===== src/include/fp27_params.svh =====
`ifndef FP27_PARAMS_SVH
`define FP27_PARAMS_SVH

// ========================================================================
// Number format
// ========================================================================

// Sign plus exponent plus fraction
`define FP27_WIDTH 27
`define FP27_EXP_WIDTH 8
`define FP27_FRAC_WIDTH 18
`define FP27_EXP_BIAS 127
// Integer side of the conversions
`define FP27_INT_WIDTH 16

// Seed constant for the inverse square root
`define FP27_INVSQRT_MAGIC 49920718
// Encoded 1.5 for the Newton step
`define FP27_THREE_HALVES 33423360

// Pipeline depths in clock cycles
`define FP27_ADD_LATENCY 2
`define FP27_UNIT_LATENCY 5

// Operation codes
`define FP27_OP_WIDTH 3
`define FP27_OP_ADD 3'd0
`define FP27_OP_MUL 3'd1
`define FP27_OP_ITOF 3'd2
`define FP27_OP_FTOI 3'd3
`define FP27_OP_INVSQRT 3'd4

`endif

===== src/source/fp27_pkg.sv =====
`include "fp27_params.svh"

package fp27_pkg;

	// ====================================================================
	// Operand word and its two views
	// ====================================================================

	// Float view
	// value is sign times 2^(exp - bias) times 1.frac
	typedef struct packed {
		logic sign;
		logic [`FP27_EXP_WIDTH-1:0] exp;
		logic [`FP27_FRAC_WIDTH-1:0] frac;
	} fp27_float_t;

	// Integer view
	// Upper bits are padding and hold zero on results
	typedef struct packed {
		logic [`FP27_WIDTH-`FP27_INT_WIDTH-1:0] pad;
		logic signed [`FP27_INT_WIDTH-1:0] value;
	} fp27_int_t;

	// Same 27 bits decoded either way
	typedef union packed {
		fp27_float_t f;
		fp27_int_t i;
	} fp27_word_u;

endpackage


===== src/source/fp27_unit.sv =====
`timescale 1ns/10ps
`include "fp27_params.svh"

module fp27_unit (
	input  logic iCLK,
	input  logic rst,
	input  logic in_valid,
	input  logic [`FP27_OP_WIDTH-1:0] op,
	input  fp27_pkg::fp27_word_u operand_a,
	input  fp27_pkg::fp27_word_u operand_b,
	output logic out_valid,
	output fp27_pkg::fp27_word_u result
);
	import fp27_pkg::*;

	// Raw unit outputs
	fp27_word_u add_sum;
	fp27_word_u mul_product;
	fp27_word_u itof_word;
	fp27_word_u ftoi_word;
	fp27_word_u inv_word;

	// Delay lines up to the output register
	fp27_word_u mul_d [`FP27_UNIT_LATENCY-1];
	fp27_word_u itof_d [`FP27_UNIT_LATENCY-1];
	fp27_word_u ftoi_d [`FP27_UNIT_LATENCY-1];
	fp27_word_u add_d [`FP27_UNIT_LATENCY-`FP27_ADD_LATENCY-1];
	logic [`FP27_OP_WIDTH-1:0] op_d [`FP27_UNIT_LATENCY-1];

	// Output stage
	fp27_word_u mux_q;
	logic inv_sel_q;
	logic [`FP27_UNIT_LATENCY-1:0] valid_q;

	// ====================================================================
	// Arithmetic units, all fed every cycle
	// ====================================================================

	fp27_add u_add (.iCLK(iCLK), .a(operand_a), .b(operand_b), .sum(add_sum));

	fp27_mul u_mul (.a(operand_a), .b(operand_b), .product(mul_product));

	fp27_int_convert u_convert (.a(operand_a), .to_float(itof_word), .to_int(ftoi_word));

	fp27_inv_sqrt u_inv_sqrt (.iCLK(iCLK), .a(operand_a), .inv_sqrt(inv_word));

	// ====================================================================
	// Latency alignment
	// ====================================================================

	always_ff @(posedge iCLK) begin
		mul_d[0] <= mul_product;
		itof_d[0] <= itof_word;
		ftoi_d[0] <= ftoi_word;
		op_d[0] <= op;
		// Adder already spent two edges
		add_d[0] <= add_sum;
		for (int i = 1; i < `FP27_UNIT_LATENCY-1; i++) begin
			mul_d[i] <= mul_d[i-1];
			itof_d[i] <= itof_d[i-1];
			ftoi_d[i] <= ftoi_d[i-1];
			op_d[i] <= op_d[i-1];
		end
		for (int i = 1; i < `FP27_UNIT_LATENCY-`FP27_ADD_LATENCY-1; i++) begin
			add_d[i] <= add_d[i-1];
		end
	end

	// Fifth edge
	always_ff @(posedge iCLK) begin
		inv_sel_q <= (op_d[`FP27_UNIT_LATENCY-2] == `FP27_OP_INVSQRT);
		case (op_d[`FP27_UNIT_LATENCY-2])
			`FP27_OP_ADD: mux_q <= add_d[`FP27_UNIT_LATENCY-`FP27_ADD_LATENCY-2];
			`FP27_OP_MUL: mux_q <= mul_d[`FP27_UNIT_LATENCY-2];
			`FP27_OP_ITOF: mux_q <= itof_d[`FP27_UNIT_LATENCY-2];
			`FP27_OP_FTOI: mux_q <= ftoi_d[`FP27_UNIT_LATENCY-2];
			default: mux_q <= '0;
		endcase
	end

	// Inverse square root registers its last stage itself
	assign result = inv_sel_q ? inv_word : mux_q;

	// ====================================================================
	// Valid pipeline
	// ====================================================================

	always_ff @(posedge iCLK) begin
		if (rst) begin
			valid_q <= '0;
		end else begin
			valid_q <= {valid_q[`FP27_UNIT_LATENCY-2:0], in_valid};
		end
	end

	assign out_valid = valid_q[`FP27_UNIT_LATENCY-1];

endmodule


===== src/source/fp27_inv_sqrt.sv =====
`timescale 1ns/10ps
`include "fp27_params.svh"

module fp27_inv_sqrt (
	input  logic iCLK,
	input  fp27_pkg::fp27_word_u a,
	output fp27_pkg::fp27_word_u inv_sqrt
);
	import fp27_pkg::*;

	// Seed and its square ahead of edge 1
	fp27_word_u seed;
	fp27_word_u seed_sq;
	fp27_word_u half_a;
	// Seed copies for edges 1 to 5
	fp27_word_u seed_d [5];
	fp27_word_u seed_sq_q;
	fp27_word_u half_a_q;
	// Half operand times seed squared
	fp27_word_u prod;
	fp27_word_u prod_q;
	fp27_word_u neg_prod;
	// Newton correction factor
	fp27_word_u corr;
	fp27_word_u corr_q;

	// Integer trick on the raw bits
	assign seed = `FP27_WIDTH'(`FP27_INVSQRT_MAGIC) - {1'b0, a[`FP27_WIDTH-1:1]};

	// Halving by exponent decrement
	always_comb begin
		half_a = a;
		half_a.f.exp = a.f.exp - 8'd1;
	end

	fp27_mul u_mul_sq (.a(seed), .b(seed), .product(seed_sq));

	fp27_mul u_mul_half (.a(half_a_q), .b(seed_sq_q), .product(prod));

	// Subtraction as addition with flipped sign
	always_comb begin
		neg_prod = prod_q;
		neg_prod.f.sign = ~prod_q.f.sign;
	end

	// Edges 3 and 4, 1.5 minus the product
	fp27_add u_add_corr (
		.iCLK(iCLK),
		.a(neg_prod),
		.b(`FP27_WIDTH'(`FP27_THREE_HALVES)),
		.sum(corr)
	);

	always_ff @(posedge iCLK) begin
		// Edge 1
		seed_d[0] <= seed;
		seed_sq_q <= seed_sq;
		half_a_q <= half_a;
		// Edge 2
		seed_d[1] <= seed_d[0];
		prod_q <= prod;
		// Seed rides along with the adder
		seed_d[2] <= seed_d[1];
		seed_d[3] <= seed_d[2];
		// Edge 5 lines the seed up with the correction
		seed_d[4] <= seed_d[3];
		corr_q <= corr;
	end

	// One Newton step
	fp27_mul u_mul_out (.a(seed_d[4]), .b(corr_q), .product(inv_sqrt));

endmodule


===== src/source/fp27_int_convert.sv =====
`timescale 1ns/10ps
`include "fp27_params.svh"

module fp27_int_convert (
	input  fp27_pkg::fp27_word_u a,
	output fp27_pkg::fp27_word_u to_float,
	output fp27_pkg::fp27_word_u to_int
);

	// ====================================================================
	// Integer to float
	// ====================================================================

	logic int_neg;
	logic [`FP27_INT_WIDTH-1:0] int_mag;
	logic [3:0] lead_pos;
	// Magnitude with room below for the fraction
	logic [`FP27_INT_WIDTH+`FP27_FRAC_WIDTH-1:0] int_aligned;

	// ====================================================================
	// Float to integer
	// ====================================================================

	// 1.frac sitting just above the fraction bits before the shift
	logic [`FP27_INT_WIDTH+`FP27_FRAC_WIDTH-1:0] float_shifted;
	logic [`FP27_INT_WIDTH-1:0] float_mag;

	assign int_neg = a.i.value[`FP27_INT_WIDTH-1];
	// Most negative input still fits as an unsigned magnitude
	assign int_mag = int_neg ? `FP27_INT_WIDTH'(-a.i.value) : `FP27_INT_WIDTH'(a.i.value);

	// Highest set bit gives the exponent
	always_comb begin
		lead_pos = '0;
		for (int i = 0; i < `FP27_INT_WIDTH; i++) begin
			if (int_mag[i]) begin
				lead_pos = 4'(i);
			end
		end
	end

	// Leading one moves to the top bit
	assign int_aligned = {int_mag, {`FP27_FRAC_WIDTH{1'b0}}} << (4'd15 - lead_pos);

	always_comb begin
		if (int_mag == '0) begin
			to_float = '0;
		end else begin
			to_float.f.sign = int_neg;
			to_float.f.exp = `FP27_EXP_WIDTH'(`FP27_EXP_BIAS) + {4'b0000, lead_pos};
			// Bits right below the hidden one
			to_float.f.frac = int_aligned[`FP27_INT_WIDTH+`FP27_FRAC_WIDTH-2:`FP27_INT_WIDTH-1];
		end
	end

	// Shift garbage below bias is never selected
	assign float_shifted = {{(`FP27_INT_WIDTH-1){1'b0}}, 1'b1, a.f.frac}
		<< (a.f.exp - `FP27_EXP_WIDTH'(`FP27_EXP_BIAS));
	// Integer part, fraction bits dropped
	assign float_mag = float_shifted[`FP27_INT_WIDTH+`FP27_FRAC_WIDTH-1:`FP27_FRAC_WIDTH];

	always_comb begin
		to_int = '0;
		if (a.f.exp < `FP27_EXP_WIDTH'(`FP27_EXP_BIAS)) begin
			// Magnitude below one
			to_int.i.value = '0;
		end else if (a.f.exp > `FP27_EXP_WIDTH'(`FP27_EXP_BIAS + `FP27_INT_WIDTH - 2)) begin
			// Out of range so clip
			to_int.i.value = a.f.sign ? -16'sh7fff : 16'sh7fff;
		end else begin
			// Truncation toward zero
			to_int.i.value = a.f.sign ? -$signed(float_mag) : $signed(float_mag);
		end
	end

endmodule


===== src/source/fp27_add.sv =====
`timescale 1ns/10ps
`include "fp27_params.svh"

module fp27_add (
	input  logic iCLK,
	input  fp27_pkg::fp27_word_u a,
	input  fp27_pkg::fp27_word_u b,
	output fp27_pkg::fp27_word_u sum
);
	import fp27_pkg::*;

	// ====================================================================
	// Stage one
	// ====================================================================

	logic [`FP27_FRAC_WIDTH:0] mant_a;
	logic [`FP27_FRAC_WIDTH:0] mant_b;
	logic a_larger;
	logic [`FP27_EXP_WIDTH-1:0] exp_diff;
	// Carry bit, mantissa, then guard bits for the shifted operand
	logic [2*`FP27_FRAC_WIDTH+1:0] big_ext;
	logic [2*`FP27_FRAC_WIDTH+1:0] small_ext;
	logic [2*`FP27_FRAC_WIDTH+1:0] small_shifted;
	logic [2*`FP27_FRAC_WIDTH+1:0] raw_sum;

	// Midway registers
	logic [2*`FP27_FRAC_WIDTH+1:0] raw_sum_q;
	logic [`FP27_EXP_WIDTH-1:0] exp_q;
	logic sign_q;
	logic a_zero_q;
	logic b_zero_q;
	fp27_word_u a_q;
	fp27_word_u b_q;

	// ====================================================================
	// Stage two
	// ====================================================================

	logic [5:0] lead_zeros;
	logic [2*`FP27_FRAC_WIDTH+1:0] norm_shifted;
	logic [`FP27_EXP_WIDTH:0] exp_adj;
	logic underflow;
	fp27_word_u norm_word;

	assign mant_a = {1'b1, a.f.frac};
	assign mant_b = {1'b1, b.f.frac};

	// Equal magnitudes pick b, harmless since the difference is zero
	assign a_larger = (a.f.exp > b.f.exp) ||
		((a.f.exp == b.f.exp) && (a.f.frac > b.f.frac));

	assign exp_diff = a_larger ? (a.f.exp - b.f.exp) : (b.f.exp - a.f.exp);

	assign big_ext = a_larger ? {1'b0, mant_a, {`FP27_FRAC_WIDTH{1'b0}}} :
		{1'b0, mant_b, {`FP27_FRAC_WIDTH{1'b0}}};
	assign small_ext = a_larger ? {1'b0, mant_b, {`FP27_FRAC_WIDTH{1'b0}}} :
		{1'b0, mant_a, {`FP27_FRAC_WIDTH{1'b0}}};

	// Far smaller operand contributes nothing
	assign small_shifted = (exp_diff > 8'd35) ? '0 : (small_ext >> exp_diff);

	// Opposite signs subtract, larger minus smaller stays positive
	assign raw_sum = (a.f.sign ^ b.f.sign) ? (big_ext - small_shifted) :
		(big_ext + small_shifted);

	always_ff @(posedge iCLK) begin
		raw_sum_q <= raw_sum;
		exp_q <= a_larger ? a.f.exp : b.f.exp;
		sign_q <= a_larger ? a.f.sign : b.f.sign;
		a_zero_q <= (a.f.exp == '0);
		b_zero_q <= (b.f.exp == '0);
		// Kept whole for the zero operand bypass
		a_q <= a;
		b_q <= b;
	end

	// Leading one search, lowest set bit first so the highest wins
	always_comb begin
		lead_zeros = 6'd38;
		for (int i = 0; i < 2*`FP27_FRAC_WIDTH+2; i++) begin
			if (raw_sum_q[i]) begin
				lead_zeros = 6'(2*`FP27_FRAC_WIDTH+1 - i);
			end
		end
	end

	// Leading one lands in the top bit
	assign norm_shifted = raw_sum_q << lead_zeros;

	// One leading zero is the normal position
	assign exp_adj = {1'b0, exp_q} + 9'd1 - {3'b000, lead_zeros};
	assign underflow = {3'b000, lead_zeros} >= ({1'b0, exp_q} + 9'd1);

	always_comb begin
		if (a_zero_q && b_zero_q) begin
			norm_word = '0;
		end else if (a_zero_q) begin
			norm_word = b_q;
		end else if (b_zero_q) begin
			norm_word = a_q;
		end else if ((raw_sum_q == '0) || underflow) begin
			// Exact cancellation or too small to encode
			norm_word = '0;
		end else begin
			norm_word.f.sign = sign_q;
			norm_word.f.exp = exp_adj[`FP27_EXP_WIDTH-1:0];
			norm_word.f.frac = norm_shifted[2*`FP27_FRAC_WIDTH:`FP27_FRAC_WIDTH+1];
		end
	end

	// Second edge
	always_ff @(posedge iCLK) begin
		sum <= norm_word;
	end

endmodule


===== src/source/fp27_mul.sv =====
`timescale 1ns/10ps
`include "fp27_params.svh"

module fp27_mul (
	input  fp27_pkg::fp27_word_u a,
	input  fp27_pkg::fp27_word_u b,
	output fp27_pkg::fp27_word_u product
);

	// Mantissas with the hidden one restored
	logic [`FP27_FRAC_WIDTH:0] mant_a;
	logic [`FP27_FRAC_WIDTH:0] mant_b;
	// Full product lies in [1, 4)
	logic [2*`FP27_FRAC_WIDTH+1:0] mant_prod;
	logic [`FP27_EXP_WIDTH:0] exp_sum;
	logic [`FP27_EXP_WIDTH:0] exp_biased;
	logic [`FP27_FRAC_WIDTH-1:0] frac_norm;
	logic carry;
	logic underflow;

	assign mant_a = {1'b1, a.f.frac};
	assign mant_b = {1'b1, b.f.frac};
	assign mant_prod = mant_a * mant_b;

	// Top bit set means product is 2 or more
	assign carry = mant_prod[2*`FP27_FRAC_WIDTH+1];

	// Both biases present in the sum, remove one
	assign exp_sum = a.f.exp + b.f.exp;
	assign exp_biased = exp_sum - (`FP27_EXP_WIDTH+1)'(`FP27_EXP_BIAS)
		+ {{`FP27_EXP_WIDTH{1'b0}}, carry};

	// Exponent would drop to zero or below
	assign underflow = exp_sum <= (`FP27_EXP_WIDTH+1)'(`FP27_EXP_BIAS);

	// Drop the leading one and keep the next 18 bits
	assign frac_norm = carry ?
		mant_prod[2*`FP27_FRAC_WIDTH:`FP27_FRAC_WIDTH+1] :
		mant_prod[2*`FP27_FRAC_WIDTH-1:`FP27_FRAC_WIDTH];

	always_comb begin
		// Zero exponent on either side means a zero operand
		if (underflow || (a.f.exp == '0) || (b.f.exp == '0)) begin
			product = '0;
		end else begin
			product.f.sign = a.f.sign ^ b.f.sign;
			product.f.exp = exp_biased[`FP27_EXP_WIDTH-1:0];
			product.f.frac = frac_norm;
		end
	end

endmodule


===== config.mk =====
export PLATFORM = sky130hd
export DESIGN_NAME = fp27_unit
export DESIGN_NICKNAME = d
export VERILOG_FILES = /design/src/source/fp27_pkg.sv /design/src/source/fp27_unit.sv /design/src/source/fp27_inv_sqrt.sv /design/src/source/fp27_int_convert.sv /design/src/source/fp27_add.sv /design/src/source/fp27_mul.sv
export VERILOG_INCLUDE_DIRS = /design/src /design/src/include
export SDC_FILE = /design/constraint.sdc
export NUM_CORES = 2
export LEC_CHECK = 0
export ABC_AREA = 0
export BUFFER_PORTS_ARGS = -buffer_cell sky130_fd_sc_hd__buf_2
export CAP_MARGIN = 20
export CORE_MARGIN = 2
export CORE_UTILIZATION = 60
export CTS_BUF_LIST = sky130_fd_sc_hd__clkbuf_4
export CTS_CLUSTER_DIAMETER = 200
export CTS_CLUSTER_SIZE = 28
export DETAILED_ROUTE_END_ITERATION = 8
export PLACE_DENSITY = 0.73
export SLEW_MARGIN = 10
export SYNTH_ARGS = -nofsm -noshare
export SYNTH_HDL_FRONTEND = slang
export SYNTH_HIERARCHICAL = 1
export SYNTH_SLANG_ARGS = --single-unit

===== constraint.sdc =====
create_clock -name iCLK -period 12.35 [get_ports iCLK]
set_input_delay 1.235 -clock iCLK [delete_from_list [all_inputs] [get_ports iCLK]]
set_output_delay 1.235 -clock iCLK [all_outputs]
set_load 0.02 [all_outputs]

* Yosys cells after proc, flatten, opt, wreduce, memory -nomap -nowiden
Memories as Yosys holds them, arrays and structs flattened.
Index checks and enable logic that the tools add are counted.
** Storage, ports and cells
- Flip-flop bits (word level) :: 346
- Memory bits (writable) :: 525
- Bits of input ports :: 60
- Output and inout bits :: 28
- Logic and storage cells :: 242
- Memories kept :: 6
** Operators by class
- Add/sub/neg operators :: 31
- Multiply operators :: 4
- $lt $le $gt $ge :: 14
- Equality and inequality tests :: 6
- Shift operators :: 6
- Multiplexer cells :: 121
- Bitwise operators :: 4
- Reduce and logical (&&, ||, !) cells :: 28
** Memories
- u_inv_sqrt.seed_d :: depth 5, bits a word 27, rd ports 5, clocked after memory_dff 0, write ports 5, line fp27_inv_sqrt.sv:16 : fp27_word_u seed_d [5];
- ftoi_d :: depth 4, bits a word 27, rd ports 4, clocked after memory_dff 0, write ports 4, line fp27_unit.sv:26 : fp27_word_u ftoi_d [`FP27_UNIT_LATENCY-1];
- itof_d :: depth 4, bits a word 27, rd ports 4, clocked after memory_dff 0, write ports 4, line fp27_unit.sv:25 : fp27_word_u itof_d [`FP27_UNIT_LATENCY-1];
- mul_d :: depth 4, bits a word 27, rd ports 4, clocked after memory_dff 0, write ports 4, line fp27_unit.sv:24 : fp27_word_u mul_d [`FP27_UNIT_LATENCY-1];
- add_d :: depth 2, bits a word 27, rd ports 2, clocked after memory_dff 0, write ports 2, line fp27_unit.sv:27 : fp27_word_u add_d [`FP27_UNIT_LATENCY-`FP27_ADD_LATENCY-1];
- op_d :: depth 4, bits a word 3, rd ports 4, clocked after memory_dff 0, write ports 4, line fp27_unit.sv:28 : logic [`FP27_OP_WIDTH-1:0] op_d [`FP27_UNIT_LATENCY-1];
** Operators with widths (count)
- 6-bit 2-to-1 mux :: 69
- 27-bit 2-to-1 mux :: 7
- 19-bit by 19-bit multiplier with 38-bit output :: 4
- 38-bit 2-to-1 mux :: 4
- 36-bit 2-to-1 mux :: 4
- 27-bit case mux with 4 select lines :: 1
- 16-bit 2-to-1 mux :: 5
- 38-bit zero test :: 2
- 38-bit by 6-bit left shift with 37-bit output :: 2
- 18-bit 2-to-1 mux :: 4
- 8-bit zero test :: 8
- 8-bit by 7-bit subtractor with 8-bit output, second input constant :: 6
- 37-bit by 38-bit adder with 38-bit output :: 1
- 38-bit adder :: 1
- 37-bit by 8-bit >> shifter with 38-bit output :: 1
- 38-bit by 8-bit >> shifter with 38-bit output :: 1
- 37-bit by 38-bit subtractor with 38-bit output :: 1
- 38-bit subtractor :: 1
- 8-bit by 8-bit adder with 9-bit output :: 4
- 9-bit by 7-bit <= comparator with 1-bit output, second input constant :: 4
- 19-bit by 8-bit left shift with 34-bit output :: 1
- 34-bit by 4-bit left shift with 33-bit output :: 1
- 8-bit by 1-bit adder with 8-bit output :: 4
- 4-bit 2-to-1 mux :: 8
- 34 further kinds :: 70

* Longest topological paths before layout
- Depth after elaboration :: 43
- Depth in mapped cells :: 39
- Mapped depth without buffers :: 35

* Hierarchy
The synthesis kept the hierarchy.
** Modules (own cells, without submodules)
- fp27_add at u_add :: instances 1, cells an instance 1752, area an instance 13625.6 um^2, sequential area each 2602.5 um^2
- fp27_add at u_inv_sqrt.u_add_corr :: instances 1, cells an instance 1657, area an instance 13090.1 um^2, sequential area each 2602.5 um^2
- fp27_mul at u_inv_sqrt.u_mul_half :: instances 1, cells an instance 1499, area an instance 12603.3 um^2, sequential area each 0.0 um^2
- fp27_mul at u_mul :: instances 1, cells an instance 1426, area an instance 12306.8 um^2, sequential area each 0.0 um^2
- fp27_mul at u_inv_sqrt.u_mul_sq :: instances 1, cells an instance 1447, area an instance 12215.5 um^2, sequential area each 0.0 um^2
- fp27_mul at u_inv_sqrt.u_mul_out :: instances 1, cells an instance 1439, area an instance 12166.7 um^2, sequential area each 0.0 um^2
- fp27_unit :: instances 1, cells an instance 554, area an instance 9669.3 um^2, sequential area each 8468.1 um^2
- fp27_inv_sqrt :: instances 1, cells an instance 368, area an instance 5632.9 um^2, sequential area each 4844.6 um^2
- fp27_int_convert :: instances 1, cells an instance 552, area an instance 3697.3 um^2, sequential area each 0.0 um^2

* Worst setup path after synthesis
OpenSTA, ideal clock, no wires.
- Path kind :: input-to-reg
- Start :: input port operand_a[1] (netlist bit)
- End :: register u_inv_sqrt/seed_sq_q[25] (netlist bit)
- Library setup time :: 0.128 ns
- Arrival :: 9.549 ns
- Required time :: 12.222 ns
- Setup slack :: 2.673 ns
- Cell stages on the path :: 39
- Buffers on the path :: 5
- Cells stage by stage :: ha_1 -> a311o_1 -> a31oi_1 -> nor2b_1 -> o21ai_0 -> xor2_1 -> clkbuf_1 -> clkbuf_1 -> nand2_1 -> fa_1 -> inv_1 -> fa_1 -> inv_1 -> fa_1 -> inv_1 -> fa_1 -> fa_1 -> inv_1 -> (+3 left out) -> buf_4 -> nand4_1 -> or3_1 -> o211a_1 -> a21o_1 -> a21o_1 -> and3_4 -> nor2_8 -> inv_2 -> buf_2 -> buf_4 -> ha_1 -> inv_1 -> and3_1 -> and3_1 -> nand3_1 -> xnor2_1 -> nor2_1
** RTL lines
- start, declared :: line fp27_unit.sv:9 : input fp27_pkg::fp27_word_u operand_a,
- end signal, assigned :: line fp27_inv_sqrt.sv:57 : seed_sq_q <= seed_sq;
- end, declared :: line fp27_inv_sqrt.sv:17 : fp27_word_u seed_sq_q;

==> impl_metrics.tcl <==
set metrics [dict create \
    number_of_storage_elements_in_the_synthesis_netlist 925 \
    period_needed_ps 11210 \
    first_global_vias 77000 \
    clockRootBuffer "clkbuf_4" \
    first_pass_grt_wire_length_um 444000 \
    cts_buffer_depth 3 \
    netlist_instances 10700 \
    routed_wl_per_cell_um 22.7 \
    yosys_warnings 6 \
    clk_pin_slew_ps 230 \
    worst_ep_required_time_ps 11110 \
    worst-path-max-fanout 21 \
    cp_slowest_stage_delay_ps 1010 \
    cts_resized 0 \
    syn2layout_area_growth_pct 3.04 \
    placement.io_buffers 87 \
    detailroute.via_count 76600 \
    status "finished clean" \
    worstMarginPinSlew_ps 1260 \
    clkSinkCount 925 \
    timing.critical_path.max_delay_family "adder cells" \
    synth-compound-area-share_pct 12.6 \
    design.portCount 88 \
    num-nets-final 12500 \
    post-route-period-util_pct 90.8 \
    worst_skew_pair.late_latency_ps 1040 \
    netlist_area_before_placement_um2 95000 \
    pin_count_of_the_biggest_net_entering_global_routing 87 \
    finalClockSkew_ps 152 \
    grt_antenna_before_repair 20 \
    synthMostInstantiatedCell "inv_1" \
    tritoncts "yes" \
    worstSetupEndpointType "primary output" \
    post-dp-hpwl_um 223000 \
    cpMostUsedCell "fa_1" \
    drt_iter0_drc 7445 \
    grt_use_total_pct 35.2 \
    hold_class "flop to flop" \
    synth.top_cells.by_area "fa_1 (24%), dfxtp_1 (19%), ha_1 (8.6%)" \
    yosysTopAreaCell "fa_1" \
    cap_violations 0 \
    synth.avg_cell_area_um2 8.88 \
    placeableCoreArea_um2 158000 \
    ys_types 152 \
    post_synth_arst_share_pct 0 \
    critical_path_buf_inv_count 6 \
    rows 146 \
    cts.hold.buffers_added 0 \
    synth_xor_area_share_pct 3.01 \
    synthMuxAreaShare_pct 5.85 \
    routed_via_density 6.05 \
    globalplace.congestion 0.978 \
    floorplan.die.width_um 402 \
    slowest_library_cell_on_the_worst_path "dfxtp_1" \
    r2r_setup_slack_ps 3280 \
    hold_violations 0 \
    fin_tns_setup_ps 0 \
    yosys.area.top_type_share_pct 24.4 \
    clock_h_tree_levels 2 \
    worst_setup_path_start_kind "flop" \
    synth_common_cells "inv_1 (1757), nand2_1 (1180), fa_1 (1158), dfxtp_1 (925), ha_1 (652)" \
    grt-ovfl-total 0 \
    timing.max_slew.rel_slack_pct 15.2 \
    drt_pass1_iterations 7 \
    maxSlewViolCount 0 \
    setup_viol 0 \
    ant_nets 0 \
    synth_enable_flop_cells 0 \
    synth_simple_gate_area_share_pct 16.6 \
    die_span_y_um 402 \
    synth_sequential_area_ratio_pct 19.5 \
    totalWireLength_um 288000 \
    critPathArrivalTime_ps 9980 \
    post-cts-setup-buffers 0 \
    timing_worst_setup_path_type "flop to primary output" \
    cts_buffers 39 \
    synth-adder-area-share_pct 33.0 \
    fp.dieArea_um2 162000 \
    remaining_drc_errors 0 \
    max_freq_mhz 89.2 \
    grt_setup_unrepaired "false" \
    layout-drive-gt1-share_pct 6.19 \
    dominant_combinational_cell_family_by_area_after_synthesis "adder cells" \
    synth_flop_cell "dfxtp_1" \
    finalHoldWorstSlack_ps 271 \
    initial_util_pct 60.2 \
]
==> worst register-to-register path, delay by kind of cell (launching register included) <==
| family | cells | cell delay [ps] |
|---|---|---|
| and+or+nand+nor | 13 | 3790 |
| buffers and inverters | 3 | 290 |
| adders and majority gates | 3 | 1250 |
| AOI/OAI and AO/OA | 13 | 3240 |
| DFF | 1 | 500 |
==> layout make-up <==
class	count	area [um2]
inverters	1773	6660
clock inverters	4	41.3
diodes	7	17.5
flip-flops and latches	925	18500
multi-input cells	7629	68300
repair buffers	222	1480
clock buffers	39	293
well taps	2072	2590
fillers	13700	59900
==> sequential cells by signal (all words and copies together) (netlist names), 38 cells and up <==
signal / count
add_d: 54
ftoi_d: 108
itof_d: 108
mul_d: 108
u_add/raw_sum_q: 38
u_inv_sqrt/seed_d: 134
u_inv_sqrt/u_add_corr/raw_sum_q: 38
==> layer usage <==
metal / track usage (%) / part of all wire, %
met5: 0 / 0.038
met4: 15.0 / 4.9
met3: 6.95 / 8.7
met2: 56.4 / 46
met1: 46.5 / 41
==> through the flow <==
step / util [%] / std cells / cell area [um2] / worst slack, ps
floorplan: - / 10800 / 95500 / 2670
global placement: 61.8 / 12600 / 97500 / 1810
detailed placement: 61.8 / 12600 / 97500 / 1770
CTS: 62.0 / 12700 / 97800 / 1080
global route: 62.0 / 12700 / 97900 / 550
finish: 62.0 / 12700 / 97900 / 1140
==> placed cells by master, fill, tap and decap left out, types with 61 or more instances in the layout <==
cell type,Yosys,layout
fa_1,1158,1158
a21oi_1,402,402
nor4_1,61,61
mux2_2,98,98
nor3_1,132,132
and3_1,65,65
a211oi_1,87,87
xnor2_1,206,196
mux2i_1,283,283
and2_1,614,614
ha_1,652,651
buf_2,75,87
inv_1,1757,1757
nand4_1,69,69
a31oi_1,63,63
xor2_1,112,102
dfxtp_1,925,924
a22oi_1,72,72
buf_4,36,131
o21ai_0,314,312
a21o_1,100,100
mux4_2,69,69
nand2_1,1180,1180
nand3_1,174,174
nor2_1,574,574
conb_1,3,123
==> logic make-up (layout without fill, tap and decap cells) <==
group | Yosys count | after routing
fa+ha+maj | 1810 | 1810
xor+xnor | 321 | 321
mux | 455 | 455
compound gates | 1711 | 1711
buf+inv | 2260 | 2038
simple gates | 3209 | 3209
flops | 925 | 925
other cells | 3 | 130
==> path summary, 6_finish.rpt <==
check                                                from                                  end  cells after the start
worst min-delay path                         ftoi_d[0][1]                         ftoi_d[1][1]                      0
worst max-delay path            u_inv_sqrt/seed_d[0][118]                           result[25]                     28
worst min register to register               ftoi_d[0][1]                         ftoi_d[1][1]                      0
worst max register to register      u_inv_sqrt/prod_q[20]  u_inv_sqrt/u_add_corr/raw_sum_q[37]                     32
Power is not shown: default switching activity piles up to over one toggle a cycle in this logic, so the estimate is an artifact.
